`src/rtl/muldiv_pkg.sv`:
```
// Shared widths and types for the multiply/divide unit
// Operand width is fixed here and is not a module parameter
// Products are always returned at full double width

package muldiv_pkg;

  // Operand, quotient and remainder width
  localparam int data_width = 32;

  // Rising edges from a multiply strobe to its done pulse
  localparam int mult_latency = 2;

  // One operand, quotient or remainder
  typedef logic [data_width-1:0] data_t;

  // Full double-width product
  typedef logic [2*data_width-1:0] product_t;

  // Operation select at the top level
  typedef enum logic {
    op_mul = 1'b0,
    op_div = 1'b1
  } op_e;

  // Wide enough to count every shift step of one division
  typedef logic [$clog2(data_width):0] div_count_t;

endpackage
```
`src/rtl/muldiv_unit.sv`:
```
// Integer multiply and divide unit
// Multiply go is a per-operand strobe, divide go is a held level
// No multiply may be started while a division is running
// Results hold until the next result of the same kind

`timescale 1ns/1ps

module muldiv_unit (
  input  logic                 clk,
  input  logic                 reset,
  input  logic                 go,
  input  muldiv_pkg::op_e      op,
  input  logic                 is_signed,
  input  muldiv_pkg::data_t    left,
  input  muldiv_pkg::data_t    right,
  output muldiv_pkg::product_t product,
  output muldiv_pkg::data_t    quotient,
  output muldiv_pkg::data_t    remainder,
  output logic                 mul_done,
  output logic                 div_done
);

  logic mul_go;
  logic div_go;

  // Steer go to the engine selected by op
  assign mul_go = go && (op == muldiv_pkg::op_mul);
  assign div_go = go && (op == muldiv_pkg::op_div);

  mult_pipe u_mult (
    .clk       (clk),
    .reset     (reset),
    .go        (mul_go),
    .is_signed (is_signed),
    .left      (left),
    .right     (right),
    .product   (product),
    .done      (mul_done)
  );

  signed_div u_div (
    .clk       (clk),
    .reset     (reset),
    .go        (div_go),
    .is_signed (is_signed),
    .left      (left),
    .right     (right),
    .quotient  (quotient),
    .remainder (remainder),
    .done      (div_done)
  );

endmodule

```
`src/rtl/signed_div.sv`:
```
// Signed or unsigned division around the unsigned div_core
// Signed mode divides magnitudes and fixes the signs afterwards;
// the remainder takes the sign of the divisor
// The most negative operand and a zero divisor are not defined in signed mode

`timescale 1ns/1ps

module signed_div (
  input  logic              clk,
  input  logic              reset,
  input  logic              go,
  input  logic              is_signed,
  input  muldiv_pkg::data_t left,
  input  muldiv_pkg::data_t right,
  output muldiv_pkg::data_t quotient,
  output muldiv_pkg::data_t remainder,
  output logic              done
);

  muldiv_pkg::data_t left_mag;
  muldiv_pkg::data_t right_mag;
  muldiv_pkg::data_t raw_quot;
  muldiv_pkg::data_t raw_rem;
  muldiv_pkg::data_t right_save;
  muldiv_pkg::data_t rem_fix;

  logic left_neg;
  logic right_neg;
  logic left_sign;
  logic right_sign;
  logic diff_signs;

  // Unsigned operands never count as negative, so they pass untouched
  assign left_neg  = is_signed && left[muldiv_pkg::data_width-1];
  assign right_neg = is_signed && right[muldiv_pkg::data_width-1];
  assign left_mag  = left_neg ? -left : left;
  assign right_mag = right_neg ? -right : right;

  // Signs are kept for the output fix after go drops
  always_ff @(posedge clk) begin
    if (reset) begin
      left_sign  <= 1'b0;
      right_sign <= 1'b0;
    end else if (go) begin
      left_sign  <= left_neg;
      right_sign <= right_neg;
    end
  end

  always_ff @(posedge clk) begin
    if (go) begin
      right_save <= right_mag;
    end
  end

  div_core u_core (
    .clk       (clk),
    .reset     (reset),
    .go        (go),
    .dividend  (left_mag),
    .divisor   (right_mag),
    .quotient  (raw_quot),
    .remainder (raw_rem),
    .done      (done)
  );

  assign diff_signs = left_sign ^ right_sign;
  assign quotient   = diff_signs ? -raw_quot : raw_quot;

  // Fold a non-zero remainder over when the signs differ,
  // then give it the divisor's sign
  assign rem_fix   = (diff_signs && (raw_rem != '0)) ? right_save - raw_rem : raw_rem;
  assign remainder = right_sign ? -rem_fix : rem_fix;

  a_signed_stable: assert property (
    @(posedge clk) disable iff (reset) go && $past(go) |-> $stable(is_signed)
  ) else $error("signed_div: is_signed changed during a division");

endmodule

```
`src/rtl/div_core.sv`:
```
// Unsigned restoring divider, one quotient bit per cycle
// go is a level held with stable operands until done; it must drop
// before the next division is accepted
// A zero divisor gives an all-ones quotient and the dividend as remainder

`timescale 1ns/1ps

module div_core (
  input  logic              clk,
  input  logic              reset,
  input  logic              go,
  input  muldiv_pkg::data_t dividend,
  input  muldiv_pkg::data_t divisor,
  output muldiv_pkg::data_t quotient,
  output muldiv_pkg::data_t remainder,
  output logic              done
);

  // Working registers
  muldiv_pkg::data_t                        rem_q;
  muldiv_pkg::data_t                        quot_q;
  muldiv_pkg::data_t                        mask;
  logic [2*muldiv_pkg::data_width-2:0]      div_sh;
  logic [2*muldiv_pkg::data_width-2:0]      rem_wide;
  muldiv_pkg::div_count_t                   cycle_cnt;

  logic running;
  logic hold;
  logic start;
  logic finished;
  logic zero_dividend;
  logic fits;

  // hold blocks a restart until go has been seen low after a result
  assign start         = go && !running && !hold;
  assign zero_dividend = start && (dividend == '0);
  assign finished      = running && (mask == '0);

  assign rem_wide = {{(muldiv_pkg::data_width-1){1'b0}}, rem_q};
  assign fits     = (div_sh <= rem_wide);

  always_ff @(posedge clk) begin
    if (reset || finished || zero_dividend) begin
      running <= 1'b0;
    end else if (start) begin
      running <= 1'b1;
    end
  end

  always_ff @(posedge clk) begin
    if (reset) begin
      hold <= 1'b0;
    end else if (finished || zero_dividend) begin
      hold <= 1'b1;
    end else if (!go) begin
      hold <= 1'b0;
    end
  end

  // Shift-and-subtract datapath
  always_ff @(posedge clk) begin
    if (start) begin
      rem_q  <= dividend;
      quot_q <= '0;
      mask   <= {1'b1, {(muldiv_pkg::data_width-1){1'b0}}};
      div_sh <= {divisor, {(muldiv_pkg::data_width-1){1'b0}}};
    end else if (running) begin
      if (fits) begin
        // Upper bits of div_sh are zero whenever it fits
        rem_q  <= rem_q - div_sh[muldiv_pkg::data_width-1:0];
        quot_q <= quot_q | mask;
      end
      mask   <= mask >> 1;
      div_sh <= div_sh >> 1;
    end
  end

  // Results stay put until the next division completes
  always_ff @(posedge clk) begin
    if (reset) begin
      quotient  <= '0;
      remainder <= '0;
    end else if (zero_dividend) begin
      quotient  <= '0;
      remainder <= '0;
    end else if (finished) begin
      quotient  <= quot_q;
      remainder <= rem_q;
    end
  end

  always_ff @(posedge clk) begin
    if (reset) begin
      done <= 1'b0;
    end else begin
      done <= finished || zero_dividend;
    end
  end

  always_ff @(posedge clk) begin
    if (start) begin
      cycle_cnt <= '0;
    end else if (running) begin
      cycle_cnt <= cycle_cnt + 1'b1;
    end
  end

  a_go_held: assert property (
    @(posedge clk) disable iff (reset) running |-> go
  ) else $error("div_core: go dropped during a division");

  a_no_start_on_done: assert property (
    @(posedge clk) disable iff (reset) start |-> !done
  ) else $error("div_core: new division started while done was high");

  // One shift step per data bit, plus the finishing cycle
  a_bounded_run: assert property (
    @(posedge clk) disable iff (reset)
      running |-> cycle_cnt <= muldiv_pkg::div_count_t'(muldiv_pkg::data_width)
  ) else $error("div_core: division ran past its step count");

endmodule

```
`src/rtl/mult_pipe.sv`:
```
// Two-stage integer multiplier, signed or unsigned per operand pair
// go is a one-cycle strobe and may be high on consecutive cycles
// done pulses mult_latency edges after the strobe, results in order

`timescale 1ns/1ps

module mult_pipe (
  input  logic                   clk,
  input  logic                   reset,
  input  logic                   go,
  input  logic                   is_signed,
  input  muldiv_pkg::data_t      left,
  input  muldiv_pkg::data_t      right,
  output muldiv_pkg::product_t   product,
  output logic                   done
);

  muldiv_pkg::data_t    left_q;
  muldiv_pkg::data_t    right_q;
  logic                 signed_q;
  muldiv_pkg::product_t left_ext;
  muldiv_pkg::product_t right_ext;
  muldiv_pkg::product_t full_prod;

  // One valid bit per stage travels with each operand pair
  logic [muldiv_pkg::mult_latency-1:0] valid;

  // Stage 1 captures the operands and the signed flag on a strobe
  always_ff @(posedge clk) begin
    if (go) begin
      left_q   <= left;
      right_q  <= right;
      signed_q <= is_signed;
    end
  end

  // Extend both operands to product width before the multiply
  always_comb begin
    if (signed_q) begin
      left_ext  = {{muldiv_pkg::data_width{left_q[muldiv_pkg::data_width-1]}}, left_q};
      right_ext = {{muldiv_pkg::data_width{right_q[muldiv_pkg::data_width-1]}}, right_q};
    end else begin
      left_ext  = {{muldiv_pkg::data_width{1'b0}}, left_q};
      right_ext = {{muldiv_pkg::data_width{1'b0}}, right_q};
    end
    // Low half of the wide product is exact for both signednesses
    full_prod = left_ext * right_ext;
  end

  // Stage 2 holds the product until the next valid item replaces it
  always_ff @(posedge clk) begin
    if (reset) begin
      product <= '0;
    end else if (valid[0]) begin
      product <= full_prod;
    end
  end

  always_ff @(posedge clk) begin
    if (reset) begin
      valid <= '0;
    end else begin
      valid <= {valid[muldiv_pkg::mult_latency-2:0], go};
    end
  end

  assign done = valid[muldiv_pkg::mult_latency-1];

  // Nothing in flight may leak through a reset
  a_no_done_after_reset: assert property (
    @(posedge clk) $fell(reset) |-> !done ##1 !done
  ) else $error("mult_pipe: done high right after reset");

endmodule

```
`config.mk`:
```
export PLATFORM = sky130hd
export DESIGN_NAME = muldiv_unit
export DESIGN_NICKNAME = d
export VERILOG_FILES = /design/src/rtl/muldiv_pkg.sv /design/src/rtl/muldiv_unit.sv /design/src/rtl/signed_div.sv /design/src/rtl/div_core.sv /design/src/rtl/mult_pipe.sv
export SDC_FILE = /design/constraint.sdc
export NUM_CORES = 2
export LEC_CHECK = 0
export ABC_AREA = 1
export BUFFER_PORTS_ARGS = -buffer_cell sky130_fd_sc_hd__buf_2
export CAP_MARGIN = 20
export CORE_ASPECT_RATIO = 0.9
export CORE_MARGIN = 2
export CORE_UTILIZATION = 55
export DETAILED_ROUTE_END_ITERATION = 8
export PLACE_DENSITY = 0.72
export SETUP_SLACK_MARGIN = 0.1
export SYNTH_ARGS = -nofsm -noshare
export SYNTH_HDL_FRONTEND = slang
export SYNTH_SLANG_ARGS = --single-unit
```
`constraint.sdc`:
```
create_clock -name clk -period 12.2 [get_ports clk]
set_input_delay 0.61 -clock clk [delete_from_list [all_inputs] [get_ports clk]]
set_output_delay 0.61 -clock clk [all_outputs]
set_load 0.02 [all_outputs]
```
# ---- Yosys cells after proc, flatten, opt, wreduce, memory -nomap -nowiden
# Index checks and enable logic that the tools add are counted.
dict set report totals {
  word_cells 66
  inputBits 69
  out_inout_bits 130
  reg_bits 391
}
dict set report op_classes {
  mul 1
  n_eq_ne 1
  mux 14
  add_sub_neg 6
  magnitude_cmp 1
  n_bitwise 3
  n_reduce_logical 22
}
# op count
set ops {}
lappend ops {{two-way mux 32 bit} 8}
lappend ops {{two-way mux 64 bit} 2}
lappend ops {{negator 32 bit} 4}
lappend ops {{two-way mux 63 bit} 2}
lappend ops {{zero test 32 bit} 2}
lappend ops {{multiplier 64 x 64 -> 64 bit} 1}
lappend ops {{subtractor 32 bit} 2}
lappend ops {{less-or-equal comparator 63 x 32 -> 1 bit} 1}
lappend ops {{bitwise OR 32 bit} 1}
lappend ops {{nonzero test 32 bit} 1}
lappend ops {{logical AND 1 bit} 9}
lappend ops {{AND reduction 2 bit} 2}
lappend ops {{nonzero test 2 bit} 2}
lappend ops {{logical OR 1 bit} 3}
lappend ops {{zero test 1 bit} 2}
lappend ops {{two-way mux 1 bit} 2}
lappend ops {{inequality test 2 x 1 -> 1 bit (second input constant)} 1}
lappend ops {{OR reduction 2 bit} 1}
lappend ops {{NOT 1 bit} 1}
lappend ops {{XOR 1 bit} 1}

# ---- Logic depth before layout (Yosys ltp)
dict set report depth {
  word_depth 6
  mapped_depth 42
  ltp_nobuf 41
}

# ---- Cells and area by module
# Synthesis repeated with hierarchy kept, for this count alone.
dict set report hier_totals {
  cells_unflattened 9444
  area_unflattened_um2 73431.7
}
# module instances area_per_inst_um2 cells_per_inst seq_area_each_um2
set by_module_without_submodules {}
lappend by_module_without_submodules {mult_pipe 1 54695.0 6640 3273.1}
lappend by_module_without_submodules {div_core 1 11308.3 1448 5165.0}
lappend by_module_without_submodules {signed_div 1 7410.9 1352 1001.0}
lappend by_module_without_submodules {muldiv_unit 1 17.5 4 0.0}

# ---- Least setup slack after synthesis
# OpenSTA, ideal clock, no wires.
dict set report synth_timing {
  path_kind {reg2reg}
  from {register u_mult.left_q[31]}
  to {register u_mult.product[62]}
  setup_ns 0.115
  arrival_ns 8.709
  path_slack_ns 3.375
  synth_period_minus_slack_ns 8.825
  stages_incl_launch_ff 34
  path_buffers 2
  required_time_ns 12.085
  path_cell_list {edfxtp_1 -> clkbuf_1 -> nand2_1 -> inv_1 -> clkbuf_1 -> nand2_1 -> inv_1 -> fa_1 -> inv_1 -> fa_1 -> inv_1 -> fa_1 -> fa_1 -> fa_1 -> inv_1 -> fa_1 -> inv_1 -> fa_1 -> inv_1 -> fa_1 -> inv_1 -> fa_1 -> inv_1 -> fa_1 -> inv_1 -> ha_1 -> inv_1 -> nor3_1 -> nand3_1 -> or2_2 -> nand4_1 -> nor2_1 -> o21ai_0 -> inv_1}
}
dict set report synth_via {
  elab_chain_len 2
}
# element line
set synth_lines {}
lappend synth_lines {{start: declaration} mult_pipe.sv:18} ;# muldiv_pkg::data_t left_q;
lappend synth_lines {{start signal: assignment} mult_pipe.sv:31} ;# left_q <= left;
lappend synth_lines {{two-way mux 64 bit} mult_pipe.sv:39} ;# if (signed_q) begin
lappend synth_lines {{multiplier 64 x 64 -> 64 bit} mult_pipe.sv:47} ;# full_prod = left_ext * right_ext;
lappend synth_lines {{end signal: assignment} mult_pipe.sv:55} ;# product <= full_prod;
lappend synth_lines {{end: declaration} mult_pipe.sv:14} ;# output muldiv_pkg::product_t product,
# Every way passes these cells.
# A chain may end at the register's enable or synchronous reset.

# ---- Worst setup path in the final report
# Ends and elaborated chain as after synthesis.

==> results.toml <==
[clock_network]
cts_resized = 0
cts_sinks = 391
clockBufferDepth = 3
cts_buffers = 42
post_cts_buffers = 0
ctsHoldBuffers = 0
cts-root-buf = "clkbuf_16"
cts.reportedPaths.clkPinSlew_ns = 0.07
h-tree-depth = 2
clock_latency_ns = 0.63
cts_tree = "done"

[global_routing]
antenna_found_initial = 20
grt_usage_pct = 35.9
grt_pass1_wl_microns = 362000
grt_max_degree = 84
overflow = 0
grt_pass1_vias = 61400

[drt]
via_per_inst = 5.39
drc_errors = 0
final_antenna_net_count = 0
via_count = 58300
totalWireLength_microns = 232000
wl_per_cell_microns = 21.5
dr.pass1.iters = 7
drt_iter0_drc = 5762

[timing]
setup_tns_ns = 0
fin_skew_ns = 0.0623
hold_viol = 0
slew_viol_final = 0
relSlewSlack_pct = 30.9
fin_crit_sh_pct = 84.0
setup_viol = 0
rsz0062_at_grt = "false"
fmax_ghz = 0.0975
tightest_slew_ns = 1.03
finalCriticalPeriod_ns = 10.25

[cells_and_area]
drive_gt1_share_pct = 5.34
regArea_sq_um = 9440
stdcell_count = 10800
area_growth_pct = 5.91
nets = 10900
num-fill-cells = 11700
multi_input_area_sq_um = 51000

[critical_path]
reg2reg_depth = 30
r2r_slack_ns = 1.95
worstPathArrival_ns = 10.75
worstSetupPathType = "reg2reg"
cp_max_fo = 33
worstReg2RegEnd = "u_mult.product[62]"
critPathMaxStageDelay_ns = 0.86
rr_startpoint = "u_mult.left_q[31]"
end_kind = "flop"
critPathLaunchType = "flop"
required_ns = 12.69
cp_slowest_cell = "fa_1"

[logic_synthesis]
syn-cell-area_sq_um = 71800
yosysSeqAreaShare_pct = 13.1
async_flop_share_pct = 0
synth_fp_nets = 11000
synth_cells = 9056
synth_edf_count = 161
synth_cell_types = 57
ys.flop_type = "dfxtp_1"
synth-seq-cells = 391
syn_area_per_cell_sq_um = 7.93
yosys_warnings = 0

[floorplanning]
core-area_sq_um = 129000
fp.dieW_microns = 385
fp.dieH_microns = 347
start_util_pct = 55.5
fp-row-count = 125
io_pins = 199
die_area_sq_um = 133000

[min_path]
hp-class = "in2reg"
whs_endpoint = "u_mult.left_q[12]"
whs_path_depth = 1
holdCritStartpoint = "left[12]"

[run_status]
outcome = "complete, no violations"

[flow_run]
drv_cap = 0

[placed_design]
io_buffer_count = 198
gp_congestion = 0.996
dp.cells = 10700
post-dp-hpwl_microns = 193000
[critical path: cells and delay by family, from the launching register on]
kind	cells	cell delay (ns)
AND/OR/NAND/NOR	7	1.63
adder cells (fa/ha/maj)	11	6.36
AO/OA/AOI/OAI	1	0.15
buffers and inverters	11	1.66
flip-flops	1	0.33
[layout by cell type (no fill, tap or decap), types with 42 or more instances in the layout]
cell type | Yosys | layout
o21ai_0 | 192 | 192
xor2_1 | 133 | 133
nand4_1 | 63 | 63
a21oi_1 | 280 | 280
nor2_1 | 605 | 604
fa_1 | 1420 | 1420
ha_1 | 409 | 409
nand2_1 | 1957 | 1955
buf_4 | 2 | 98
nand3_1 | 181 | 181
buf_2 | 6 | 198
nor3_1 | 43 | 42
clkbuf_16 | 0 | 45
o22ai_1 | 49 | 49
xnor2_1 | 59 | 59
dfxtp_1 | 230 | 228
inv_1 | 2632 | 2631
edfxtp_1 | 161 | 161
[through the flow]
stage	utilization, %	instance area (sq um)	setup slack (ns)	hold slack [ns]
after detailed placement	57.5	74400	1.94	0.459
after CTS	58.7	76000	1.90	0.209
after global routing	58.8	76000	1.20	0.204
final	58.8	76000	1.95	0.225
after global placement	57.5	74300	2.06	0.453
after floorplan	-	71800	3.38	0.437
[state kept, by name (all words and copies together) (netlist names)]
name	cells
u_div.u_core.remainder	32
u_div.u_core.div_sh	63
u_div.u_core.done	1
u_div.left_sign	1
u_div.u_core.quotient	32
u_div.u_core.rem_q	32
u_mult.signed_q	1
u_mult.valid	2
u_div.u_core.mask	32
u_mult.right_q	32
u_mult.product	64
u_div.right_sign	1
u_div.right_save	32
u_div.u_core.running	1
u_mult.left_q	32
u_div.u_core.quot_q	32
u_div.u_core.hold	1
[worst max-delay path by stage]
stage	end	from
after floorplan	u_mult.product[62]	u_mult.left_q[31]
after CTS	u_mult.product[62]	u_mult.left_q[31]
after global routing	u_mult.product[58]	u_mult.left_q[31]
final	u_mult.product[62]	u_mult.left_q[31]
after global placement	u_mult.product[62]	u_mult.left_q[31]
after detailed placement	u_mult.product[62]	u_mult.left_q[31]
[cell families after synthesis]
logic type      share of synthesized area [%]
compound gates                           5.36
xor+xnor                                 2.37
fa+ha+maj                                46.7
buf+inv                                  15.8
flops                                    13.1
simple gates                             16.6
[final cells by class]
type / instances / area share, %
multi-input cells: 5661 / 67.1
inverters: 2647 / 13.1
flip-flops and latches: 391 / 12.4
well taps: 1714 / 2.82
repair buffers: 302 / 2.44
clock buffers: 50 / 1.56
clock inverters: 28 / 0.565
diodes: 7 / 0.0230
[metal layers]
metal	up-vias	track usage (%)	part of all wire (%)
met3	430	8.70	12
li1	26100	-	-
met4	22	12.2	3.9
met1	28700	50.1	40
met5	-	0	0.058
met2	2998	55.0	44
[cell usage after synthesis (all sizes together), types with 21 or more instances]
library cell  number  area, sq um
inv             2643         9920
nor3              45          235
a21oi            280         1400
xnor2             60          533
fa              1420        28400
ha               409         5120
nand4             63          394
edfxtp           161         4830
clkbuf           336         1260
o211ai            21          158
nand2           1969         7430
o21ai            209         1090
nor4              23          156
xor2             133         1160
or2               34          213
dfxtp            230         4600
nand3            183          926
buf               21          154
nor2             621         2390
a21o              24          180
a31oi             33          206
o22ai             49          307
Power is not shown: default switching activity piles up to over one toggle a cycle in this logic, so the estimate is an artifact.
